==> src/design/audioPkg.sv <==
// Audio sample player shared definitions
// Widths, APB register map, DAC frame format and bus structs
package audioPkg;

	typedef logic [7:0] sampleT; // One audio sample
	typedef logic [7:0] romAddrT;
	typedef logic [15:0] rateDivT; // Tick period minus one
	typedef logic [15:0] dacFrameT; // One SPI word to the DAC
	typedef logic [7:0] apbAddrT; // Byte address
	typedef logic [31:0] apbDataT;

	typedef struct packed {
		logic valid; // Held until the response arrives
		romAddrT address;
	} romReqT;

	typedef struct packed {
		logic valid; // One cycle only
		sampleT data;
	} romRspT;

	typedef struct packed {
		logic psel;
		logic penable;
		logic pwrite;
		apbAddrT paddr;
		apbDataT pwdata;
	} apbReqT;

	typedef struct packed {
		logic pready;
		apbDataT prdata;
		logic pslverr;
	} apbRspT;

	typedef struct packed {
		logic sclk;
		logic syncN; // Low while a frame is sent
		logic din;
	} spiPinsT;

	// Register map
	localparam apbAddrT regCtrl = 8'h00; // Bit 0 enable
	localparam apbAddrT regRate = 8'h04;
	localparam apbAddrT regStart = 8'h08;
	localparam apbAddrT regEnd = 8'h0C;
	localparam apbAddrT regStatus = 8'h10; // Playing, current address, frame count
	localparam apbAddrT regRomWindow = 8'h20; // Read-only, one ROM word per 4 bytes

	localparam logic [3:0] frameCtrlBits = 4'b0000; // DAC control nibble
	localparam logic [3:0] framePadBits = 4'b0000;
	localparam int sclkHalfPeriod = 2; // 12.5 MHz SCLK
	localparam int sclkCntWidth = $clog2(sclkHalfPeriod) + 1;
	localparam rateDivT defaultRateDiv = 16'd1041; // About 48 kHz
	localparam int romDepth = 256;

	// Triangle wave, rising over the lower half and falling over the upper half
	function automatic sampleT triangleSample(romAddrT a);
		if (a < 8'd128)
			return sampleT'({a[6:0], 1'b0});
		return sampleT'({~a[6:0], 1'b0}); // 2*(255-a)
	endfunction

endpackage

==> src/design/sampleRateTimer.sv <==
// Sample rate timer
// Down-counter that pulses tick for one cycle every rateDiv+1 cycles
`timescale 1ns/1ps

module sampleRateTimer (
	input logic max10Board_50MhzClock,
	input logic reset,
	input logic enable,
	input audioPkg::rateDivT rateDiv,
	output logic tick
);
	import audioPkg::*;

	rateDivT count; // Cycles left until the next tick

	always_ff @(posedge max10Board_50MhzClock)
	begin
		if (reset || !enable)
		begin
			// Reloaded while stopped, so the first period is a full one
			count <= rateDiv;
			tick <= 1'b0;
		end
		else if (count == '0)
		begin
			count <= rateDiv; // Reload
			tick <= 1'b1;
		end
		else
		begin
			count <= count - 1'b1;
			tick <= 1'b0;
		end
	end

endmodule

==> src/design/sampleRom.sv <==
// Sample ROM
// 256 x 8 triangle table with a registered output, built at elaboration
// Infers an M9K block on the MAX10
`timescale 1ns/1ps

module sampleRom (
	input logic max10Board_50MhzClock,
	input audioPkg::romAddrT address,
	output audioPkg::sampleT data
);
	import audioPkg::*;

	sampleT romArray [romDepth];

	// Table contents
	initial
	begin
		for (int i = 0; i < romDepth; i++)
		begin
			romArray[i] = triangleSample(romAddrT'(i));
		end
	end

	// One cycle read latency
	always_ff @(posedge max10Board_50MhzClock)
	begin
		data <= romArray[address];
	end

endmodule

==> src/design/romArbiter.sv <==
// ROM arbiter
// Shares the sample ROM between the playback sequencer and the host
// Sequencer has fixed priority, one grant per cycle
`timescale 1ns/1ps

module romArbiter (
	input logic max10Board_50MhzClock,
	input logic reset,
	input audioPkg::romReqT playReq,
	input audioPkg::romReqT hostReq,
	output audioPkg::romRspT playRsp,
	output audioPkg::romRspT hostRsp,
	output audioPkg::romAddrT romAddress,
	input audioPkg::sampleT romData
);

	logic grantPlay;
	logic grantHost;
	logic lastValid; // A grant was made last cycle
	logic lastHost; // That grant went to the host

	// Data from the registered ROM belongs to last cycle's grant
	always_comb
	begin
		playRsp.valid = lastValid && !lastHost;
		playRsp.data = romData;
		hostRsp.valid = lastValid && lastHost;
		hostRsp.data = romData;
	end

	// A requester seeing its response this cycle still holds valid, so mask it
	assign grantPlay = playReq.valid && !playRsp.valid;
	assign grantHost = !grantPlay && hostReq.valid && !hostRsp.valid;

	assign romAddress = grantPlay ? playReq.address : hostReq.address;

	always_ff @(posedge max10Board_50MhzClock)
	begin
		if (reset)
		begin
			lastValid <= 1'b0;
			lastHost <= 1'b0;
		end
		else
		begin
			lastValid <= grantPlay || grantHost;
			lastHost <= grantHost; // Only one grant per cycle
		end
	end

endmodule

==> src/design/playbackSequencer.sv <==
// Playback sequencer
// On each tick fetches the next sample from the ROM and hands it to the DAC serializer
// Addresses run from start to end and wrap back to start
`timescale 1ns/1ps

module playbackSequencer (
	input logic max10Board_50MhzClock,
	input logic reset,
	input logic enable,
	input logic tick,
	input audioPkg::romAddrT startAddr,
	input audioPkg::romAddrT endAddr,
	output audioPkg::romReqT romReq,
	input audioPkg::romRspT romRsp,
	output audioPkg::sampleT sample,
	output logic sampleValid,
	input logic busy,
	output audioPkg::romAddrT currentAddr,
	output logic playing
);
	import audioPkg::*;

	typedef enum logic [1:0] {stIdle, stFetch, stWait, stHand} seqStateT;

	seqStateT state;
	romAddrT lastAddr; // Effective end of the loop

	// End below start loops the start sample only
	assign lastAddr = (endAddr < startAddr) ? startAddr : endAddr;

	assign romReq.valid = (state == stFetch) || (state == stWait); // Held to the response
	assign romReq.address = currentAddr;
	assign sampleValid = (state == stHand) && !busy;

	always_ff @(posedge max10Board_50MhzClock)
	begin
		if (reset)
		begin
			state <= stIdle;
			playing <= 1'b0;
			currentAddr <= '0;
		end
		else
		begin
			case (state)
				stIdle:
				begin
					if (enable && !playing)
					begin
						playing <= 1'b1;
						currentAddr <= startAddr; // Restart on every enable
					end
					else if (!enable)
						playing <= 1'b0;
					else if (tick)
						state <= stFetch;
				end
				stFetch: state <= stWait; // Granted here, sequencer has priority
				stWait:
				begin
					if (romRsp.valid)
					begin
						sample <= romRsp.data;
						state <= stHand;
					end
				end
				stHand:
				begin
					if (!busy) // Taken this cycle
					begin
						currentAddr <= (currentAddr >= lastAddr) ? startAddr : currentAddr + 1'b1;
						state <= stIdle;
					end
				end
				default: state <= stIdle;
			endcase
		end
	end

endmodule

==> src/design/dacSpiSerializer.sv <==
// DAC SPI serializer
// Sends one sample as a 16-bit frame MSB first with SYNC_n framing
// DIN changes on SCLK rising edges, the DAC samples on falling edges
`timescale 1ns/1ps

module dacSpiSerializer (
	input logic max10Board_50MhzClock,
	input logic reset,
	input audioPkg::sampleT sample,
	input logic sampleValid,
	output logic busy,
	output logic frameDone,
	output audioPkg::spiPinsT spi
);
	import audioPkg::*;

	typedef enum logic [1:0] {stIdle, stSync, stShift, stGap} serStateT;

	serStateT state;
	dacFrameT shiftReg; // Bit 15 is on DIN
	logic [sclkCntWidth-1:0] halfCnt; // Cycles into the current SCLK half period
	logic [3:0] bitCnt; // Falling edges so far
	logic halfDone;
	logic sclkReg;
	logic syncNReg;
	logic dinReg;

	assign halfDone = (halfCnt == sclkCntWidth'(sclkHalfPeriod - 1));
	assign busy = (state != stIdle);

	always_comb
	begin
		spi.sclk = sclkReg;
		spi.syncN = syncNReg;
		spi.din = dinReg;
	end

	always_ff @(posedge max10Board_50MhzClock)
	begin
		if (reset)
		begin
			state <= stIdle;
			sclkReg <= 1'b0;
			syncNReg <= 1'b1;
			dinReg <= 1'b0;
			halfCnt <= '0;
			bitCnt <= '0;
			frameDone <= 1'b0;
		end
		else
		begin
			frameDone <= 1'b0;
			halfCnt <= halfDone ? '0 : halfCnt + 1'b1;
			case (state)
				stIdle:
				begin
					halfCnt <= '0;
					if (sampleValid)
					begin
						shiftReg <= {frameCtrlBits, sample, framePadBits};
						dinReg <= frameCtrlBits[3]; // MSB ready before first edge
						syncNReg <= 1'b0;
						bitCnt <= '0;
						state <= stSync;
					end
				end
				stSync:
				begin
					if (halfDone)
					begin
						sclkReg <= 1'b1; // First rising edge, bit 15 already out
						state <= stShift;
					end
				end
				stShift:
				begin
					if (halfDone && sclkReg)
					begin
						sclkReg <= 1'b0; // Falling edge, DAC takes the bit
						if (bitCnt == 4'd15)
							state <= stGap;
						else
							bitCnt <= bitCnt + 1'b1;
					end
					else if (halfDone)
					begin
						sclkReg <= 1'b1;
						dinReg <= shiftReg[14]; // Next bit on the rising edge
						shiftReg <= {shiftReg[14:0], 1'b0};
					end
				end
				stGap:
				begin
					if (syncNReg)
						state <= stIdle; // SYNC_n high for one cycle
					else
					begin
						syncNReg <= 1'b1;
						dinReg <= 1'b0;
						frameDone <= 1'b1; // Same cycle SYNC_n is seen high
					end
				end
				default: state <= stIdle;
			endcase
		end
	end

endmodule

==> src/design/apbControlRegs.sv <==
// APB control registers
// Control, rate, address range and status, plus a read window onto the ROM
// Window reads wait on the ROM arbiter before pready rises
`timescale 1ns/1ps

module apbControlRegs (
	input logic max10Board_50MhzClock,
	input logic reset,
	input audioPkg::apbReqT apbReq,
	output audioPkg::apbRspT apbRsp,
	output audioPkg::romReqT romReq,
	input audioPkg::romRspT romRsp,
	input audioPkg::romAddrT currentAddr,
	input logic playing,
	input logic frameDone,
	output logic enable,
	output audioPkg::rateDivT rateDiv,
	output audioPkg::romAddrT startAddr,
	output audioPkg::romAddrT endAddr
);
	import audioPkg::*;

	logic access; // Access phase of a transfer
	logic isWindow;
	logic isMapped;
	logic isReadOnly;
	logic windowRead;
	apbAddrT windowOffset;
	logic [15:0] frameCount; // Completed DAC frames

	assign access = apbReq.psel && apbReq.penable;
	assign isWindow = (apbReq.paddr >= regRomWindow); // Up to the top of the address space
	assign isReadOnly = isWindow || (apbReq.paddr == regStatus);
	assign windowRead = isWindow && !apbReq.pwrite;
	assign windowOffset = apbReq.paddr - regRomWindow;

	always_comb
	begin
		case (apbReq.paddr)
			regCtrl, regRate, regStart, regEnd, regStatus: isMapped = 1'b1;
			default: isMapped = isWindow;
		endcase
	end

	// ROM request held through the access phase
	assign romReq.valid = access && windowRead;
	assign romReq.address = romAddrT'(windowOffset >> 2); // One word per 4 bytes

	always_comb
	begin
		apbRsp.pready = access && (!windowRead || romRsp.valid);
		apbRsp.pslverr = access && (!isMapped || (apbReq.pwrite && isReadOnly));
		case (apbReq.paddr)
			regCtrl: apbRsp.prdata = apbDataT'(enable);
			regRate: apbRsp.prdata = apbDataT'(rateDiv);
			regStart: apbRsp.prdata = apbDataT'(startAddr);
			regEnd: apbRsp.prdata = apbDataT'(endAddr);
			regStatus: apbRsp.prdata = {frameCount, currentAddr, 7'b0, playing};
			default: apbRsp.prdata = isWindow ? apbDataT'(romRsp.data) : '0;
		endcase
	end

	// Register writes finish in the first access cycle
	always_ff @(posedge max10Board_50MhzClock)
	begin
		if (reset)
		begin
			enable <= 1'b0;
			rateDiv <= defaultRateDiv;
			startAddr <= '0;
			endAddr <= 8'd255;
		end
		else if (access && apbReq.pwrite)
		begin
			case (apbReq.paddr)
				regCtrl: enable <= apbReq.pwdata[0];
				regRate: rateDiv <= apbReq.pwdata[15:0];
				regStart: startAddr <= apbReq.pwdata[7:0];
				regEnd: endAddr <= apbReq.pwdata[7:0];
				default: ; // Read-only or unmapped, flagged by pslverr
			endcase
		end
	end

	always_ff @(posedge max10Board_50MhzClock)
	begin
		if (reset)
			frameCount <= '0;
		else if (frameDone)
			frameCount <= frameCount + 1'b1;
	end

endmodule

==> src/design/samplePlayerTop.sv <==
// Audio sample player top level
// Timer paces the sequencer, which streams ROM samples to the DAC over SPI
// Host configures playback and reads the ROM over APB
`timescale 1ns/1ps

module samplePlayerTop (
	input logic max10Board_50MhzClock,
	input logic reset,
	input audioPkg::apbReqT apbReq,
	output audioPkg::apbRspT apbRsp,
	output audioPkg::spiPinsT dacSpi
);
	import audioPkg::*;

	logic enable;
	logic tick;
	rateDivT rateDiv;
	romAddrT startAddr;
	romAddrT endAddr;
	romAddrT currentAddr;
	logic playing;
	romReqT playReq; // Sequencer side of the arbiter
	romRspT playRsp;
	romReqT hostReq; // Register block side
	romRspT hostRsp;
	romAddrT romAddress;
	sampleT romData;
	sampleT sample;
	logic sampleValid;
	logic busy;
	logic frameDone;

	sampleRateTimer uSampleRateTimer (
		.max10Board_50MhzClock(max10Board_50MhzClock),
		.reset(reset),
		.enable(enable),
		.rateDiv(rateDiv),
		.tick(tick)
	);

	sampleRom uSampleRom (
		.max10Board_50MhzClock(max10Board_50MhzClock),
		.address(romAddress),
		.data(romData)
	);

	romArbiter uRomArbiter (
		.max10Board_50MhzClock(max10Board_50MhzClock),
		.reset(reset),
		.playReq(playReq),
		.hostReq(hostReq),
		.playRsp(playRsp),
		.hostRsp(hostRsp),
		.romAddress(romAddress),
		.romData(romData)
	);

	playbackSequencer uPlaybackSequencer (
		.max10Board_50MhzClock(max10Board_50MhzClock),
		.reset(reset),
		.enable(enable),
		.tick(tick),
		.startAddr(startAddr),
		.endAddr(endAddr),
		.romReq(playReq),
		.romRsp(playRsp),
		.sample(sample),
		.sampleValid(sampleValid),
		.busy(busy),
		.currentAddr(currentAddr),
		.playing(playing)
	);

	dacSpiSerializer uDacSpiSerializer (
		.max10Board_50MhzClock(max10Board_50MhzClock),
		.reset(reset),
		.sample(sample),
		.sampleValid(sampleValid),
		.busy(busy),
		.frameDone(frameDone),
		.spi(dacSpi)
	);

	apbControlRegs uApbControlRegs (
		.max10Board_50MhzClock(max10Board_50MhzClock),
		.reset(reset),
		.apbReq(apbReq),
		.apbRsp(apbRsp),
		.romReq(hostReq),
		.romRsp(hostRsp),
		.currentAddr(currentAddr),
		.playing(playing),
		.frameDone(frameDone),
		.enable(enable),
		.rateDiv(rateDiv),
		.startAddr(startAddr),
		.endAddr(endAddr)
	);

endmodule

==> config.mk <==
export PLATFORM = sky130hd
export DESIGN_NAME = samplePlayerTop
export DESIGN_NICKNAME = d
export VERILOG_FILES = /design/src/design/audioPkg.sv /design/src/design/sampleRateTimer.sv /design/src/design/sampleRom.sv /design/src/design/romArbiter.sv /design/src/design/playbackSequencer.sv /design/src/design/dacSpiSerializer.sv /design/src/design/apbControlRegs.sv /design/src/design/samplePlayerTop.sv
export SDC_FILE = /design/constraint.sdc
export NUM_CORES = 1
export LEC_CHECK = 0
export ABC_AREA = 0
export BUFFER_PORTS_ARGS = -buffer_cell sky130_fd_sc_hd__clkbuf_2
export CAP_MARGIN = 20
export CORE_MARGIN = 2
export CORE_UTILIZATION = 30
export DETAILED_ROUTE_END_ITERATION = 7
export GPL_TIMING_DRIVEN = 0
export PLACE_DENSITY_LB_ADDON = 0.3
export RECOVER_POWER = 100
export SETUP_SLACK_MARGIN = 0.02
export SYNTH_ARGS = -nofsm -noshare
export SYNTH_HDL_FRONTEND = slang
export SYNTH_SLANG_ARGS = --single-unit
==> constraint.sdc <==
create_clock -name max10Board_50MhzClock -period 6.3 [get_ports max10Board_50MhzClock]
set_input_delay 0 -clock max10Board_50MhzClock [delete_from_list [all_inputs] [get_ports max10Board_50MhzClock]]
set_output_delay 0 -clock max10Board_50MhzClock [all_outputs]
set_load 0.01 [all_outputs]
**Yosys cells after proc, flatten, opt, wreduce, memory -nomap -nowiden**

Memories as Yosys holds them, arrays and structs flattened. A register that Yosys moved wholly into a read port is not among the register bits.
Index checks and enable logic that the tools add are counted.

- Bitwise logic cells: 2
- Reduce and logical (&&, ||, !) cells: 57
- Multiplexer cells: 44
- Eq/ne operators: 28
- Magnitude comparators: 3
- Add/subtract/negate cells: 6

Operators with widths:

| kind | count |
|---|---|
| 32-bit one-hot mux with 5 select lines | 1 |
| 8-bit 2-to-1 mux | 6 |
| 15-bit 2-to-1 mux | 3 |
| 16-bit 2-to-1 mux | 2 |
| 15-bit one-hot mux with 2 select lines | 1 |
| 2-bit 2-to-1 mux | 10 |
| 5-bit AND reduction | 4 |
| 2-bit != test (second input constant) | 9 |
| 16-bit by 1-bit adder with 16-bit output (second input constant) | 1 |
| 8-bit by 4-bit == test with 1-bit output (second input constant) | 2 |
| 16-bit logical NOT | 1 |
| 2-bit one-hot mux with 4 select lines | 2 |
| 8-bit one-hot mux with 2 select lines | 1 |
| 16-bit by 1-bit subtractor with 16-bit output (second input constant) | 1 |
| 1-bit logical AND | 15 |
| 2-bit by 1-bit != test with 1-bit output (second input constant) | 7 |
| 4-bit 2-to-1 mux | 3 |
| 2-bit AND reduction | 6 |
| 1-bit 2-to-1 mux | 11 |
| 1-bit logical NOT | 10 |
| 2-bit nonzero test | 5 |
| 8-bit by 1-bit adder with 8-bit output (second input constant) | 1 |
| 2-bit == test (second input constant) | 4 |
| 8-bit by 3-bit == test with 1-bit output (second input constant) | 1 |
| other kinds (22) | 33 |

- Output and inout port bits: 37
- Register bits: 122
- Input bits: 45
- Memory bits (read-only): 1,792
- Logic and storage cells: 163
- Memories: 1

Memory list:

| name | words | bits a word | rd ports | clocked after Yosys merged registers in | write ports | line | text |
|---|---|---|---|---|---|---|---|
| uSampleRom.romArray | 256 | 7 | 1 | 1 | 0 | sampleRom.sv:13 | `sampleT romArray [romDepth];` |

**Logic depth before layout (Yosys ltp)**

- Depth in word-level cells: 8
- Gate-level depth with buffers: 15

**Hierarchy**

From an unflattened synthesis, not the netlist that was laid out.

- Cell total of the unflattened synthesis: 702
- Area total of the unflattened synthesis: 6,901.6 µm²

By module, submodules not included:

| module | area each (µm²) | cells each | times used |
|---|---|---|---|
| apbControlRegs | 2,762.6 | 313 | 1 |
| playbackSequencer | 1,462.7 | 152 | 1 |
| dacSpiSerializer | 1,191.1 | 102 | 1 |
| sampleRateTimer | 940.9 | 83 | 1 |
| romArbiter | 320.3 | 35 | 1 |
| sampleRom | 224.0 | 17 | 1 |

**Worst setup path after synthesis**

No wires, ideal clock.

- Path type: reg-to-reg
- Start point: register uApbControlRegs.startAddr[5]
- End point: register uPlaybackSequencer.currentAddr[6]
- Path buffers: 2
- Setup slack: 2,863 ps
- Arrival: 3,357 ps
- Period minus slack after synthesis: 3,437 ps
- Cell stages (with the launch flop): 16
- Path through: dfxtp_1 inv_1 ha_1 a21o_1 a21o_1 a21oi_1 o31a_1 buf_2 mux2_2 ha_1 nor2b_1 o21ai_1 a31o_2 clkbuf_1 or4_1 a41oi_1

- Cells in the longest elaborated chain, start to end: 6

Ends and longest elaborated chain:

| what | line | text |
|---|---|---|
| from (decl) | apbControlRegs.sv:18 | `output audioPkg::romAddrT startAddr,` |
| from (signal assigned) | apbControlRegs.sv:78 | `regStart: startAddr <= apbReq.pwdata[7:0];` |
| 8-bit < comparator | playbackSequencer.sv:29 | `assign lastAddr = (endAddr < startAddr) ? startAddr : endAddr;` |
| 8-bit 2-to-1 mux * | playbackSequencer.sv:29 |  |
| 8-bit greater-or-equal comparator * | playbackSequencer.sv:71 | `currentAddr <= (currentAddr >= lastAddr) ? startAddr : currentAddr + 1'b1;` |
| 8-bit 2-to-1 mux * | playbackSequencer.sv:71 |  |
| 8-bit 2-to-1 mux * | playbackSequencer.sv:69 | `if (!busy)` |
| 8-bit one-hot mux with 2 select lines * | playbackSequencer.sv:45 | `case (state)` |
| to (signal assigned) | playbackSequencer.sv:51 | `currentAddr <= startAddr;` |
| to (signal assigned) | playbackSequencer.sv:71 |  |
| to (decl) | playbackSequencer.sv:18 | `output audioPkg::romAddrT currentAddr,` |

Every way passes the cells marked *; elsewhere a longest branch is shown, timed or not. The select of a mux whose other input is x is not followed.
A chain may end at the register's enable or synchronous reset.

**Worst setup path in the final report**

- Start point: register uApbControlRegs.startAddr[5]
- End point: register uPlaybackSequencer.currentAddr[7]

Same word-level chain as after synthesis.

==> results.sh <==
export IMPL_clockBufferDepth=2
export IMPL_cts_num_sinks=115
export IMPL_synthXorXnorAreaFrac_pct=5.59
export IMPL_viasPerCell=4.72
export IMPL_numCtsBuffers=17
export IMPL_min_from="apbReq[34]"
export IMPL_grt_pass1_vias=4710
export IMPL_critPathCaptureType="register"
export IMPL_synthAdderAreaFrac_pct=6.52
export IMPL_grt_usage_pct=16.0
export IMPL_dr_pass1_iters=4
export IMPL_grt_overflow=0
export IMPL_synthTopCellsByArea="dfxtp_1, edfxtp_1, ha_1"
export IMPL_ctsResizeCount=0
export IMPL_slew_headroom_pct=-30.5
export IMPL_cts_tree="yes"
export IMPL_grt_max_degree=17
export IMPL_finalHoldViolCount=0
export IMPL_rows=51
export IMPL_setup_tns_ns=0
export IMPL_min_period_ns=4.24
export IMPL_synth_compound_area_share_pct=11.2
export IMPL_fp_dieArea_mm2=0.0210
export IMPL_combinationalPowerShare_pct=13.0
export IMPL_portBuffers=64
export IMPL_finalMaxSlewViolations=11
export IMPL_synth_area_mm2=0.00595
export IMPL_ys_seq_area_share_pct=41.5
export IMPL_nNetsFinal=859
export IMPL_synth_commonest_cells="dfxtp_1, nor2_1, nand2_1, a21oi_1, ha_1"
export IMPL_ys_seq_elements=115
export IMPL_postCtsHoldBufs=23
export IMPL_yosysWarnings=0
export IMPL_start_util_pct=30.6
export IMPL_ir_drop_mv=0.217
export IMPL_whs_endpoint="uSampleRom.data[1]$_DFF_P_"
export IMPL_post_dp_hpwl_mm=12.1
export IMPL_die_w_um=145
export IMPL_wl_per_cell_um=15.3
export IMPL_die_h_um=145
export IMPL_cpMaxStageDelayCell="or4_1"
export IMPL_critPathMaxFanout=10
export IMPL_hold_path_class="input pin to register"
export IMPL_gp_congestion=0.850
export IMPL_cp_start_kind="register"
export IMPL_power_mw=2.15
export IMPL_clock_latency_ns=0.42
export IMPL_synth_top_area_share_pct=33.0
export IMPL_synth_edf_count=17
export IMPL_diodes=0
export IMPL_num_vias=5003
export IMPL_p_switching_mw=0.551
export IMPL_tightest_slew_ns=1.94
export IMPL_status="finished, violations left"
export IMPL_syn_inst=676
export IMPL_p_sw_share_pct=25.6
export IMPL_period_share_pct=67.4
export IMPL_seqPwrFrac_pct=39.4
export IMPL_grt_pass1_wl_mm=25.1
export IMPL_htree_levels=4
export IMPL_skew_ns=0.0166
export IMPL_synth_mux_area_fraction_pct=6.56
export IMPL_core_mm2=0.0195
export IMPL_worst_path_largest_cell_delay_ns=0.56
export IMPL_synth_top_family_by_area="simple AND/OR/NAND/NOR gates"
export IMPL_violations="capacitance limit, slew limit"
export IMPL_cp_cell_sequence="inv_1, ha_1, a21o_1, a21o_1, a21oi_1, o31a_1, clkbuf_1, mux2_2, ha_1, nor2b_1, o21ai_0, a31o_2, clkbuf_1, or4_1, a41oi_1"
export IMPL_finish_utilization_pct=38.0
export IMPL_pwr_share_clk_pct=47.6
export IMPL_synthSimpleGateAreaFrac_pct=24.2
export IMPL_r2r_slack_ns=2.06
export IMPL_wl_mm=16.2
export IMPL_maxClockFrequency_mhz=236
export IMPL_crit_required_ns=6.63
export IMPL_synth_most_common_cell="dfxtp_1"
export IMPL_ys_types=56
export IMPL_arrival_ns=4.57
export IMPL_drt_iter0_markers=302
export IMPL_syn_to_final_growth_pct=24.2
export IMPL_cts_root_buf="clkbuf_16"
export IMPL_r2r_start="uApbControlRegs.startAddr[5]$_SDFFE_PP0P_"
export IMPL_antenna_found_initial=0
export IMPL_rsz0062_at_grt="false"
export IMPL_crit_buf_inv=3
export IMPL_critical_path_top_delay_family="compound AO/OA/AOI/OAI gates"
export IMPL_ys_flop_type="dfxtp_1"
export IMPL_ios=82
export IMPL_syn_avg_cell_area_um2=8.80
export IMPL_ant_nets=0
export IMPL_fillers=2026
export IMPL_reg2reg_depth=15
export IMPL_syn_nets=752
export IMPL_final_area_mm2=0.00739
export IMPL_crit_type="register to register"
export IMPL_drive_above_1_share_pct=11.3
export IMPL_whs_path_depth=3
export IMPL_cap_violations=2
export IMPL_postCtsSetupBuffers=0
export IMPL_synth_top_cell_by_area="dfxtp_1"
export IMPL_fin_hold_ws_ns=0.0489
export IMPL_clk_pin_slew_ns=0.06
export IMPL_p_leak_nw=2.82
export IMPL_async_flop_share_pct=0
export IMPL_postPlaceCellArea_mm2=0.00661
export IMPL_power_density_mw_per_mm2=291
export IMPL_drc=0
export IMPL_setup_viol_count_final=0
export IMPL_intPower_mw=1.60
export IMPL_r2r_end="uPlaybackSequencer.currentAddr[7]$_SDFFE_PP0P_"
==> through the flow <==
step                      setup slack [ns]  cells
after floorplan                       2.86    676
after global placement                2.40   1005
after detailed placement              2.38   1006
after CTS                             2.35   1060
after global routing                  1.70   1060
final                                 2.06   1060
==> metal layers <==
layer,wire length (um),vias up,track usage (%)
met1,7890,2336,21.2
met3,564,14,3.85
li1,-,2574,-
met5,0,-,0
met4,193,0,4.96
met2,7570,79,25.9
==> flip-flops by register name, summed over array words and instances, names as in the netlist, 2 cells and up <==
signal / flops
uPlaybackSequencer.state: 2
uSampleRateTimer.count: 16
uDacSpiSerializer.halfCnt: 2
uPlaybackSequencer.currentAddr: 8
uApbControlRegs.rateDiv: 16
uApbControlRegs.endAddr: 8
uSampleRom.data: 7
uDacSpiSerializer.state: 2
uApbControlRegs.frameCount: 16
uApbControlRegs.startAddr: 8
uDacSpiSerializer.bitCnt: 4
uDacSpiSerializer.shiftReg: 10
uPlaybackSequencer.sample: 7
==> worst max path at each step <==
stage | from | depth (start not counted) | end
CTS | uApbControlRegs.startAddr[5]$_SDFFE_PP0P_ | 15 | uPlaybackSequencer.currentAddr[7]$_SDFFE_PP0P_
finish | uApbControlRegs.startAddr[5]$_SDFFE_PP0P_ | 15 | uPlaybackSequencer.currentAddr[7]$_SDFFE_PP0P_
global placement | uApbControlRegs.startAddr[5]$_SDFFE_PP0P_ | 15 | uPlaybackSequencer.currentAddr[7]$_SDFFE_PP0P_
floorplan | uApbControlRegs.startAddr[5]$_SDFFE_PP0P_ | 15 | uPlaybackSequencer.currentAddr[6]$_SDFFE_PP0P_
detailed placement | uApbControlRegs.startAddr[5]$_SDFFE_PP0P_ | 15 | uPlaybackSequencer.currentAddr[7]$_SDFFE_PP0P_
global route | uApbControlRegs.startAddr[5]$_SDFFE_PP0P_ | 15 | uPlaybackSequencer.currentAddr[4]$_SDFFE_PP0P_
==> power groups by stage <==
stage / combinational, mW / clock (mW) / sequential [mW]
global placement: 0.273 / 0 / 0.863
floorplan: 0.196 / 0 / 0.840
CTS: 0.290 / 1.05 / 0.848
finish: 0.280 / 1.03 / 0.847
detailed placement: 0.278 / 0 / 0.863
global route: 0.318 / 1.07 / 0.854
==> placed cells by master, fill, tap and decap left out, types with 23 or more instances in the layout <==
cell and instances:
clkbuf_1 53, nor2_1 81, mux2i_1 30, inv_1 27, dfxtp_1 98, nor3_1 23, ha_1 31, clkbuf_2 41
a21oi_1 41, dlygate4sd3_1 23, nand2_1 74
==> worst reg2reg max path, cell delays in order (launching register included) <==
cell      delay [ns]
dfxtp_1         0.54
inv_1           0.09
ha_1            0.32
a21o_1          0.18
a21o_1          0.17
a21oi_1         0.14
o31a_1          0.15
clkbuf_1        0.44
mux2_2          0.40
ha_1            0.27
nor2b_1         0.10
o21ai_0         0.13
a31o_2          0.27
clkbuf_1        0.21
or4_1           0.56
a41oi_1         0.19
==> cell families (layout without fill, tap and decap cells) <==
logic type	Yosys count	after routing
AO/OA/AOI/OAI	101	101
XOR/XNOR	38	38
adder cells (fa/ha/maj)	31	31
buffers and inverters	64	183
flip-flops	115	115
multiplexers	38	38
AND/OR/NAND/NOR	289	289
==> layout make-up <==
cell class / count / area (um2) / area share (%)
Clock buffer: 20 / 468 / 6.33
Clock inverter: 11 / 158 / 2.13
Timing Repair Buffer: 88 / 526 / 7.11
Tap cell: 265 / 332 / 4.49
Buffer: 36 / 159 / 2.15
Multi-Input combinational cell: 497 / 3170 / 42.9
Inverter: 28 / 105 / 1.42
Sequential cell: 115 / 2470 / 33.5
Note: power is estimated with default switching activity, not from simulation.
